--- config.mk ---
export PLATFORM = sky130hd
export DESIGN_NAME = data_cache
export DESIGN_NICKNAME = d
export VERILOG_FILES = /design/src/cache_pkg.sv /design/src/cache_tag_array.sv /design/src/cache_data_array.sv /design/src/cache_ctrl.sv /design/src/data_cache.sv
export VERILOG_INCLUDE_DIRS = /design/src
export SDC_FILE = /design/constraint.sdc
export NUM_CORES = 1
export LEC_CHECK = 0
export BUFFER_PORTS_ARGS = -buffer_cell sky130_fd_sc_hd__buf_2
export CAP_MARGIN = 5
export CORE_MARGIN = 10
export CORE_UTILIZATION = 64
export CTS_BUF_LIST = sky130_fd_sc_hd__clkbuf_16
export CTS_CLUSTER_DIAMETER = 50
export DETAILED_ROUTE_END_ITERATION = 8
export GPL_TIMING_DRIVEN = 1
export PLACE_DENSITY_LB_ADDON = 0.12
export SETUP_SLACK_MARGIN = 0.15
export SLEW_MARGIN = 10
export SYNTH_ARGS = -nofsm -noshare
export SYNTH_HDL_FRONTEND = slang
export SYNTH_SLANG_ARGS = --single-unit
--- constraint.sdc ---
create_clock -name clk -period 13.1 [get_ports clk]
set_input_delay 0 -clock clk [delete_from_list [all_inputs] [get_ports clk]]
set_output_delay 0 -clock clk [all_outputs]
set_load 0.01 [all_outputs]
--- src/cache_cfg.svh ---
`ifndef CACHE_CFG_SVH
`define CACHE_CFG_SVH

// word and line geometry
`define CACHE_WORD_W      16
`define CACHE_LINE_WORDS  4
`define CACHE_LINE_W      64

// two sets, address = tag | index | word offset
`define CACHE_SETS        2
`define CACHE_OFFSET_W    2
`define CACHE_INDEX_W     1
`define CACHE_TAG_W       13
`define CACHE_ADDR_W      16

// tag entry layout
// tag sits in the low bits, state bits above it
`define CACHE_ENTRY_VALID  13
`define CACHE_ENTRY_DIRTY  14
`define CACHE_ENTRY_RECENT 15
`define CACHE_ENTRY_W      16

`endif

--- src/cache_pkg.sv ---
`include "cache_cfg.svh"

package cache_pkg;

    // one cache line, seen either as a flat vector or as words
    // word 0 is in the low bits
    typedef union packed {
        logic [`CACHE_LINE_W-1:0] flat;
        logic [`CACHE_LINE_WORDS-1:0][`CACHE_WORD_W-1:0] words;
    } cache_line_u;

endpackage

--- src/cache_tag_array.sv ---
`timescale 1ns/1ps
`include "cache_cfg.svh"

module cache_tag_array (
    input  logic                      clk,
    input  logic                      reset_n,
    input  logic [`CACHE_INDEX_W-1:0] set_index,
    input  logic                      tag_we0,
    input  logic                      tag_we1,
    input  logic [`CACHE_TAG_W-1:0]   tag_wr_tag,
    input  logic                      tag_wr_dirty,
    input  logic                      tag_wr_valid,
    input  logic                      tag_wr_recent0,
    input  logic                      tag_wr_recent1,
    output logic [`CACHE_TAG_W-1:0]   tag_way0_tag,
    output logic                      tag_way0_valid,
    output logic                      tag_way0_dirty,
    output logic                      tag_way0_recent,
    output logic [`CACHE_TAG_W-1:0]   tag_way1_tag,
    output logic                      tag_way1_valid,
    output logic                      tag_way1_dirty,
    output logic                      tag_way1_recent
);

    // entries[set][way]
    logic [`CACHE_ENTRY_W-1:0] entries [`CACHE_SETS][2];

    always_ff @(posedge clk) begin
        if (!reset_n) begin
            // only the state bits are cleared, tags stay as they are
            for (int s = 0; s < `CACHE_SETS; s++) begin
                for (int w = 0; w < 2; w++) begin
                    entries[s][w][`CACHE_ENTRY_VALID]  <= 1'b0;
                    entries[s][w][`CACHE_ENTRY_DIRTY]  <= 1'b0;
                    entries[s][w][`CACHE_ENTRY_RECENT] <= 1'b0;
                end
            end
        end else begin
            if (tag_we0) begin
                entries[set_index][0][`CACHE_TAG_W-1:0]   <= tag_wr_tag;
                entries[set_index][0][`CACHE_ENTRY_VALID] <= tag_wr_valid;
                entries[set_index][0][`CACHE_ENTRY_DIRTY] <= tag_wr_dirty;
            end
            if (tag_we1) begin
                entries[set_index][1][`CACHE_TAG_W-1:0]   <= tag_wr_tag;
                entries[set_index][1][`CACHE_ENTRY_VALID] <= tag_wr_valid;
                entries[set_index][1][`CACHE_ENTRY_DIRTY] <= tag_wr_dirty;
            end
            // recent bits of both ways move together on any write to the set
            if (tag_we0 || tag_we1) begin
                entries[set_index][0][`CACHE_ENTRY_RECENT] <= tag_wr_recent0;
                entries[set_index][1][`CACHE_ENTRY_RECENT] <= tag_wr_recent1;
            end
        end
    end

    assign tag_way0_tag    = entries[set_index][0][`CACHE_TAG_W-1:0];
    assign tag_way0_valid  = entries[set_index][0][`CACHE_ENTRY_VALID];
    assign tag_way0_dirty  = entries[set_index][0][`CACHE_ENTRY_DIRTY];
    assign tag_way0_recent = entries[set_index][0][`CACHE_ENTRY_RECENT];
    assign tag_way1_tag    = entries[set_index][1][`CACHE_TAG_W-1:0];
    assign tag_way1_valid  = entries[set_index][1][`CACHE_ENTRY_VALID];
    assign tag_way1_dirty  = entries[set_index][1][`CACHE_ENTRY_DIRTY];
    assign tag_way1_recent = entries[set_index][1][`CACHE_ENTRY_RECENT];

    for (genvar s = 0; s < `CACHE_SETS; s++) begin : g_recent_chk
        a_one_recent: assert property (@(posedge clk) disable iff (!reset_n)
            !(entries[s][0][`CACHE_ENTRY_RECENT] && entries[s][1][`CACHE_ENTRY_RECENT]));
    end

endmodule

--- src/cache_data_array.sv ---
`timescale 1ns/1ps
`include "cache_cfg.svh"

module cache_data_array
    import cache_pkg::*;
(
    input  logic                      clk,
    input  logic [`CACHE_INDEX_W-1:0] set_index,
    input  logic                      line_we0,
    input  logic                      line_we1,
    input  cache_line_u               line_wr,
    output cache_line_u               line_way0,
    output cache_line_u               line_way1
);

    // lines[set][way], contents are only meaningful behind a valid tag
    cache_line_u lines [`CACHE_SETS][2];

    always_ff @(posedge clk) begin
        if (line_we0) begin
            lines[set_index][0] <= line_wr;
        end
        if (line_we1) begin
            lines[set_index][1] <= line_wr;
        end
    end

    // both ways are read at once for hit select and write-back
    assign line_way0 = lines[set_index][0];
    assign line_way1 = lines[set_index][1];

endmodule

--- src/cache_ctrl.sv ---
`timescale 1ns/1ps
`include "cache_cfg.svh"

module cache_ctrl
    import cache_pkg::*;
(
    input  logic                      clk,
    input  logic                      reset_n,
    // cpu side
    input  logic                      cpu_valid,
    input  logic                      cpu_write,
    input  logic [`CACHE_ADDR_W-1:0]  cpu_addr,
    input  logic [`CACHE_WORD_W-1:0]  cpu_wdata,
    output logic [`CACHE_WORD_W-1:0]  cpu_rdata,
    output logic                      cpu_ready,
    output logic                      cpu_ack,
    // memory side
    output logic                      mem_read,
    output logic                      mem_write,
    output logic [`CACHE_ADDR_W-1:0]  mem_addr,
    output cache_line_u               mem_wdata,
    input  cache_line_u               mem_rdata,
    input  logic                      mem_ready,
    input  logic                      mem_ack,
    // tag array
    output logic [`CACHE_INDEX_W-1:0] set_index,
    input  logic [`CACHE_TAG_W-1:0]   tag_way0_tag,
    input  logic                      tag_way0_valid,
    input  logic                      tag_way0_dirty,
    input  logic                      tag_way0_recent,
    input  logic [`CACHE_TAG_W-1:0]   tag_way1_tag,
    input  logic                      tag_way1_valid,
    input  logic                      tag_way1_dirty,
    input  logic                      tag_way1_recent,
    output logic                      tag_we0,
    output logic                      tag_we1,
    output logic [`CACHE_TAG_W-1:0]   tag_wr_tag,
    output logic                      tag_wr_dirty,
    output logic                      tag_wr_recent0,
    output logic                      tag_wr_recent1,
    output logic                      tag_wr_valid,
    // data array
    input  cache_line_u               line_way0,
    input  cache_line_u               line_way1,
    output logic                      line_we0,
    output logic                      line_we1,
    output cache_line_u               line_wr
);

    localparam logic [1:0] CHECK      = 2'd0;
    localparam logic [1:0] ALLOCATE   = 2'd1;
    localparam logic [1:0] WRITE_BACK = 2'd2;

    logic [1:0] state;
    logic [1:0] next_state;

    logic [`CACHE_TAG_W-1:0]    addr_tag;
    logic [`CACHE_INDEX_W-1:0]  addr_index;
    logic [`CACHE_OFFSET_W-1:0] addr_offset;

    logic hit0;
    logic hit1;
    logic hit;
    logic hit_dirty;

    logic                    victim_way;
    logic                    victim_q;
    logic                    victim_sel;
    logic [`CACHE_TAG_W-1:0] victim_tag;
    logic                    victim_dirty;
    cache_line_u             victim_line;

    logic [`CACHE_ADDR_W-1:0] victim_addr;
    logic [`CACHE_ADDR_W-1:0] fetch_addr;

    cache_line_u hit_line;
    cache_line_u src_line;
    cache_line_u merged_line;

    assign addr_tag    = cpu_addr[`CACHE_ADDR_W-1 -: `CACHE_TAG_W];
    assign addr_index  = cpu_addr[`CACHE_OFFSET_W +: `CACHE_INDEX_W];
    assign addr_offset = cpu_addr[`CACHE_OFFSET_W-1:0];
    assign set_index   = addr_index;

    assign hit0      = tag_way0_valid && (tag_way0_tag == addr_tag);
    assign hit1      = tag_way1_valid && (tag_way1_tag == addr_tag);
    assign hit       = hit0 || hit1;
    assign hit_dirty = hit1 ? tag_way1_dirty : tag_way0_dirty;

    // way 0 unless way 0 is the recent one
    // (covers the case of neither way being recent)
    assign victim_way = tag_way0_recent;

    // the registered choice holds through write-back and fill
    assign victim_sel   = (state == CHECK) ? victim_way : victim_q;
    assign victim_tag   = victim_sel ? tag_way1_tag : tag_way0_tag;
    assign victim_line  = victim_sel ? line_way1 : line_way0;
    assign victim_dirty = victim_sel ? (tag_way1_valid && tag_way1_dirty)
                                     : (tag_way0_valid && tag_way0_dirty);

    assign victim_addr = {victim_tag, addr_index, {`CACHE_OFFSET_W{1'b0}}};
    assign fetch_addr  = {cpu_addr[`CACHE_ADDR_W-1:`CACHE_OFFSET_W], {`CACHE_OFFSET_W{1'b0}}};
    assign mem_wdata   = victim_line;

    // word select and merge work on the hit line or the incoming fill
    assign hit_line = hit1 ? line_way1 : line_way0;
    assign src_line = (state == ALLOCATE) ? mem_rdata : hit_line;

    always_comb begin
        merged_line = src_line;
        if (cpu_write) begin
            merged_line.words[addr_offset] = cpu_wdata;
        end
    end

    assign cpu_rdata  = src_line.words[addr_offset];
    assign line_wr    = merged_line;
    assign tag_wr_tag = addr_tag;

    always_comb begin
        next_state     = state;
        cpu_ready      = 1'b0;
        cpu_ack        = 1'b0;
        mem_read       = 1'b0;
        mem_write      = 1'b0;
        mem_addr       = fetch_addr;
        tag_we0        = 1'b0;
        tag_we1        = 1'b0;
        line_we0       = 1'b0;
        line_we1       = 1'b0;
        tag_wr_dirty   = 1'b0;
        tag_wr_recent0 = 1'b0;
        tag_wr_recent1 = 1'b0;
        // a hit or a fill always leaves the entry valid
        tag_wr_valid   = 1'b1;

        case (state)
            CHECK: begin
                if (cpu_valid && hit) begin
                    cpu_ready      = !cpu_write;
                    cpu_ack        = cpu_write;
                    tag_we0        = hit0;
                    tag_we1        = hit1;
                    line_we0       = hit0 && cpu_write;
                    line_we1       = hit1 && cpu_write;
                    tag_wr_dirty   = hit_dirty || cpu_write;
                    tag_wr_recent0 = hit0;
                    tag_wr_recent1 = hit1;
                end else if (cpu_valid && victim_dirty) begin
                    mem_write  = 1'b1;
                    mem_addr   = victim_addr;
                    next_state = WRITE_BACK;
                end else if (cpu_valid) begin
                    mem_read   = 1'b1;
                    next_state = ALLOCATE;
                end
            end
            WRITE_BACK: begin
                if (mem_ack) begin
                    // write-back done, start the fetch in the same cycle
                    mem_read   = 1'b1;
                    next_state = ALLOCATE;
                end else begin
                    mem_write = 1'b1;
                    mem_addr  = victim_addr;
                end
            end
            ALLOCATE: begin
                mem_read = 1'b1;
                if (mem_ready) begin
                    cpu_ready      = !cpu_write;
                    cpu_ack        = cpu_write;
                    tag_we0        = !victim_q;
                    tag_we1        = victim_q;
                    line_we0       = !victim_q;
                    line_we1       = victim_q;
                    tag_wr_dirty   = cpu_write;
                    tag_wr_recent0 = !victim_q;
                    tag_wr_recent1 = victim_q;
                    next_state     = CHECK;
                end
            end
            default: begin
                next_state = CHECK;
            end
        endcase
    end

    always_ff @(posedge clk) begin
        if (!reset_n) begin
            state    <= CHECK;
            victim_q <= 1'b0;
        end else begin
            state <= next_state;
            if (state == CHECK && cpu_valid && !hit) begin
                victim_q <= victim_way;
            end
        end
    end

    // a response only goes to a request that is still present
    a_resp_has_req: assert property (@(posedge clk) disable iff (!reset_n)
        (cpu_ready || cpu_ack) |-> cpu_valid);

    // fill address holds until memory returns the line
    a_fill_addr_stable: assert property (@(posedge clk) disable iff (!reset_n)
        (mem_read && !mem_ready) |=> (mem_ready || (mem_read && $stable(mem_addr))));

    // victim address must not move while memory is taking the line
    a_wb_addr_stable: assert property (@(posedge clk) disable iff (!reset_n)
        (mem_write && !mem_ack) |=> (mem_ack || (mem_write && $stable(mem_addr))));

endmodule

--- src/data_cache.sv ---
`timescale 1ns/1ps
`include "cache_cfg.svh"

module data_cache
    import cache_pkg::*;
(
    input  logic                      clk,
    input  logic                      reset_n,
    // cpu side
    input  logic                      cpu_valid,
    input  logic                      cpu_write,
    input  logic [`CACHE_ADDR_W-1:0]  cpu_addr,
    input  logic [`CACHE_WORD_W-1:0]  cpu_wdata,
    output logic [`CACHE_WORD_W-1:0]  cpu_rdata,
    output logic                      cpu_ready,
    output logic                      cpu_ack,
    // memory side, one line per transfer
    output logic                      mem_read,
    output logic                      mem_write,
    output logic [`CACHE_ADDR_W-1:0]  mem_addr,
    output cache_line_u               mem_wdata,
    input  cache_line_u               mem_rdata,
    input  logic                      mem_ready,
    input  logic                      mem_ack
);

    logic [`CACHE_INDEX_W-1:0] set_index;

    logic [`CACHE_TAG_W-1:0] tag_way0_tag;
    logic                    tag_way0_valid;
    logic                    tag_way0_dirty;
    logic                    tag_way0_recent;
    logic [`CACHE_TAG_W-1:0] tag_way1_tag;
    logic                    tag_way1_valid;
    logic                    tag_way1_dirty;
    logic                    tag_way1_recent;

    logic                    tag_we0;
    logic                    tag_we1;
    logic [`CACHE_TAG_W-1:0] tag_wr_tag;
    logic                    tag_wr_dirty;
    logic                    tag_wr_valid;
    logic                    tag_wr_recent0;
    logic                    tag_wr_recent1;

    logic        line_we0;
    logic        line_we1;
    cache_line_u line_wr;
    cache_line_u line_way0;
    cache_line_u line_way1;

    cache_ctrl u_ctrl (.*);

    cache_tag_array u_tags (.*);

    cache_data_array u_lines (.*);

endmodule

==> metrics.md <==
| Metric | Value |
|---|---|
| Outcome | completed |
| TritonRoute pass-1 iters | 5 |
| Post-Syn Area per Cell | 13.1 um^2 |
| Crit-path cells | mux2i_1 > xnor2_1 > or4_1 > nor4b_4 > buf_4 > mux2i_1 > a2111oi_0 > nand4b_1 > buf_2 |
| Drt total wl | 51.9 mm |
| Largest net degree at the start of global routing | 99 |
| Area contributors post-synth | edfxtp_1 (56%), mux4_2 (9.9%), mux2i_1 (6.2%), mux2_2 (3.6%), nor2_1 (3.4%) |
| Ys async rst share | 0 |
| Most frequent cell after synthesis | edfxtp_1 |
| # rows | 59 |
| Logic pwr share | 0.150 |
| VDD IR-drop max | 0.132 mV |
| Post-synth EDFFs | 317 |
| Share of layout cells above drive strength 1 | 0.283 |
| Register share of total power | 0.452 |
| Nets | 1583 |
| Number of CTS-inserted buffers | 37 |
| CTS tree | built |
| Number of buffers added on ports | 199 |
| P_leak | 7.16 nW |
| Switching power | 0.000655 W |
| Clock buffer depth | 3 |
| Top cell type's share of synthesized area | 0.555 |
| Max Fclk | 198 MHz |
| Count of different cell masters after synthesis | 56 |
| R2R Setup Slk | 8.49 ns |
| Kind of critical path | reg -> out |
| Mapped Cells | 1305 |
| Clock root cell | clkbuf_16 |
| Top FF cell, synth | edfxtp_1 |
| Power Density | 131 nW/um^2 |
| Post-layout min period | 5.06 ns |
| Die area | 33700 um^2 |
| CORE AREA | 26200 um^2 |
| First-pass GRT wire length | 78.0 mm |
| Initial Utilization | 0.654 |
| HP Class | in -> reg |
| Slew Viols, Final | 0 |
| Number of global-route vias before repair | 12.8k |
| Share of total power in the clock network | 0.397 |
| Critical Path AT | 5.06 ns |
| Filler cells | 1663 |
| Most used cell, CP | mux2i_1 |
| Setup TNS | 0 ns |
| Vias per cell | 6.97 |
| Die Ht | 184 um |
| Yosys reg bits | 321 |
| Wire length per cell | 28.2 um |
| Period utilization | 0.386 |
| Ant diodes | 0 |
| Initial antenna violation count | 3 |
| Synth area leader | edfxtp_1 |
| Critical Path Sink Type | primary output |
| Clock transition at path regs | 0.06 ns |
| Crit start category | flop |
| GR Overflow Total | 0 |
| Critical path's slowest cell | nor4b_4 |
| Sequential fraction of the synthesis area | 0.560 |
| Int Power | 0.00194 W |
| Placer congestion estimate | 0.882 |
| Max-cap violations | 0 |
| Synth Warn # | 0 |
| Die X | 184 um |
| Worst relative slew slack | 0.173 |
| Pwr Total | 0.00259 W |
| Via count | 12.8k |
| Clock Latency Late Sink | 0.51 ns |
| Critical path's largest stage delay | 0.97 ns |
| Number of routed nets with antenna violations | 0 |
| Worst path buffer plus inverter count | 2 |
| # clock sinks | 321 |
| DRC marker count from the first detailed-route iteration | 1663 |
| Most frequent cells after synthesis | edfxtp_1 (317), nor2_1 (157), mux2i_1 (106) |
| Final setup viols | 0 |
| Residual DRC | 0 |
| CP top delay family | simple AND/OR/NAND/NOR gates |
| H-Tree Depth | 2 |
| Fin util | 0.753 |
| Clk_skew | 0.0178 ns |
| Worst slew pin tran | 1.23 ns |
| Post-Syn Area | 17100 um^2 |
| Fin. Hold Viols | 0 |
| Post-DP HPWL | 34.0 mm |
| RSZ-0062 raised after global routing | no |
| CP max FO | 54 |
| All-Layer GR Usage | 0.303 |
| Post-CTS resize count | 0 |
| Switching portion of total power | 0.253 |
| CP Data Required Time | 13.10 ns |
| IO Pins | 202 |
| Synth-to-layout area growth | 15.2% |
## power groups by stage
stage                     Clock (W)  Sequential [W]  Combinational (W)
after floorplan                   0         0.00119           0.000234
after CTS                   0.00103         0.00117           0.000384
after global placement            0         0.00119           0.000371
final                       0.00103         0.00117           0.000390
after global routing        0.00107         0.00117           0.000416
after detailed placement          0         0.00119           0.000378
## layout by cell type (no fill, tap or decap), drive strengths merged, types with 2 or more instances in the layout
master       netlist  routed
nor3               6       6
nor2b              3       3
o2111ai           63      63
a32o               2       2
mux2i            107     107
clkinv             2      11
clkbuf            69      37
edfxtp           317     317
nand4             17      17
xnor2             26      26
and3               4       4
dfxtp              4       4
a21boi             2       2
or4                2       2
buf               34     220
mux4              75      75
nand3              3       3
a31oi              3       3
o21ai             68      68
dlygate4sd3        0      19
and2               3       3
inv               22      30
mux2              64      64
a2111oi            3       3
conb               1       2
clkinvlp           0       3
o211ai            65      65
bufinv             0       6
or3               63      63
nand2             92      92
a21oi              8       8
nand2b             2       2
nor4               4       4
nor2             157     157
## per-layer routing
| layer | vias up | wire length [um] | global-route usage |
|---|---|---|---|
| met1 | 6387 | 19100 | 0.388 |
| met3 | 113 | 5780 | 0.0783 |
| met5 | - | 44 | 0 |
| li1 | 5497 | - | - |
| met4 | 6 | 1850 | 0.104 |
| met2 | 826 | 25200 | 0.493 |
## final timing paths
path / start / endpoint / cells after the start
setup / recovery: u_tags.entries[1][12] / cpu_rdata[15] / 9
hold / removal: cpu_wdata[1] / u_lines.lines[1][17] / 3
setup reg to reg: u_tags.entries[1][12] / u_lines.lines[0][57] / 7
hold reg to reg: u_tags.entries[1][29] / u_tags.entries[1][29] / 2
## kinds of logic (layout without fill, tap and decap cells)
kind of cell	Yosys count	after routing	share of synthesized area
compound gates	221	221	0.0926
xor+xnor	26	26	0.0133
buf+inv	127	326	0.0323
flops	321	321	0.560
mux	246	246	0.203
other cells	1	2	0.000219
simple gates	363	363	0.0984
## tightest hold or removal path, stage by stage
cell	delay (ns)
buf_2	0.19
nand2_1	0.07
o21ai_0	0.14
## per-stage QoR
stage	worst slack [ns]	hold WS, ns	std cells	cell area [um^2]
after floorplan	6.26	0.0507	1306	17100
after global placement	8.08	0.369	1758	18300
after detailed placement	7.98	0.364	1758	18300
after CTS	8.10	0.0250	1840	19700
after global routing	7.75	0.0423	1840	19700
final	8.04	0.0516	1840	19700
## timing repair
item	4_1_cts	5_1_grt
setup buffers	0	0
endpoints found under the hold margin	82	0
hold buffers	19	0
## state kept, by name (all words and copies together) (netlist names)
register,flops
u_lines.lines,256
u_tags.entries,62
u_ctrl.state,2
u_ctrl.victim_q,1
## final cells by class
type / count / area (um^2) / share of cell area
clock buffer: 37 / 926 / 0.0469
clock inverter: 26 / 287 / 0.0145
inverter: 24 / 92.6 / 0.00469
multi-input combinational: 858 / 7070 / 0.358
sequential: 321 / 9600 / 0.486
tap: 335 / 419 / 0.0212
timing repair buffer: 239 / 1340 / 0.0681
(Power assumes the default switching activity.)
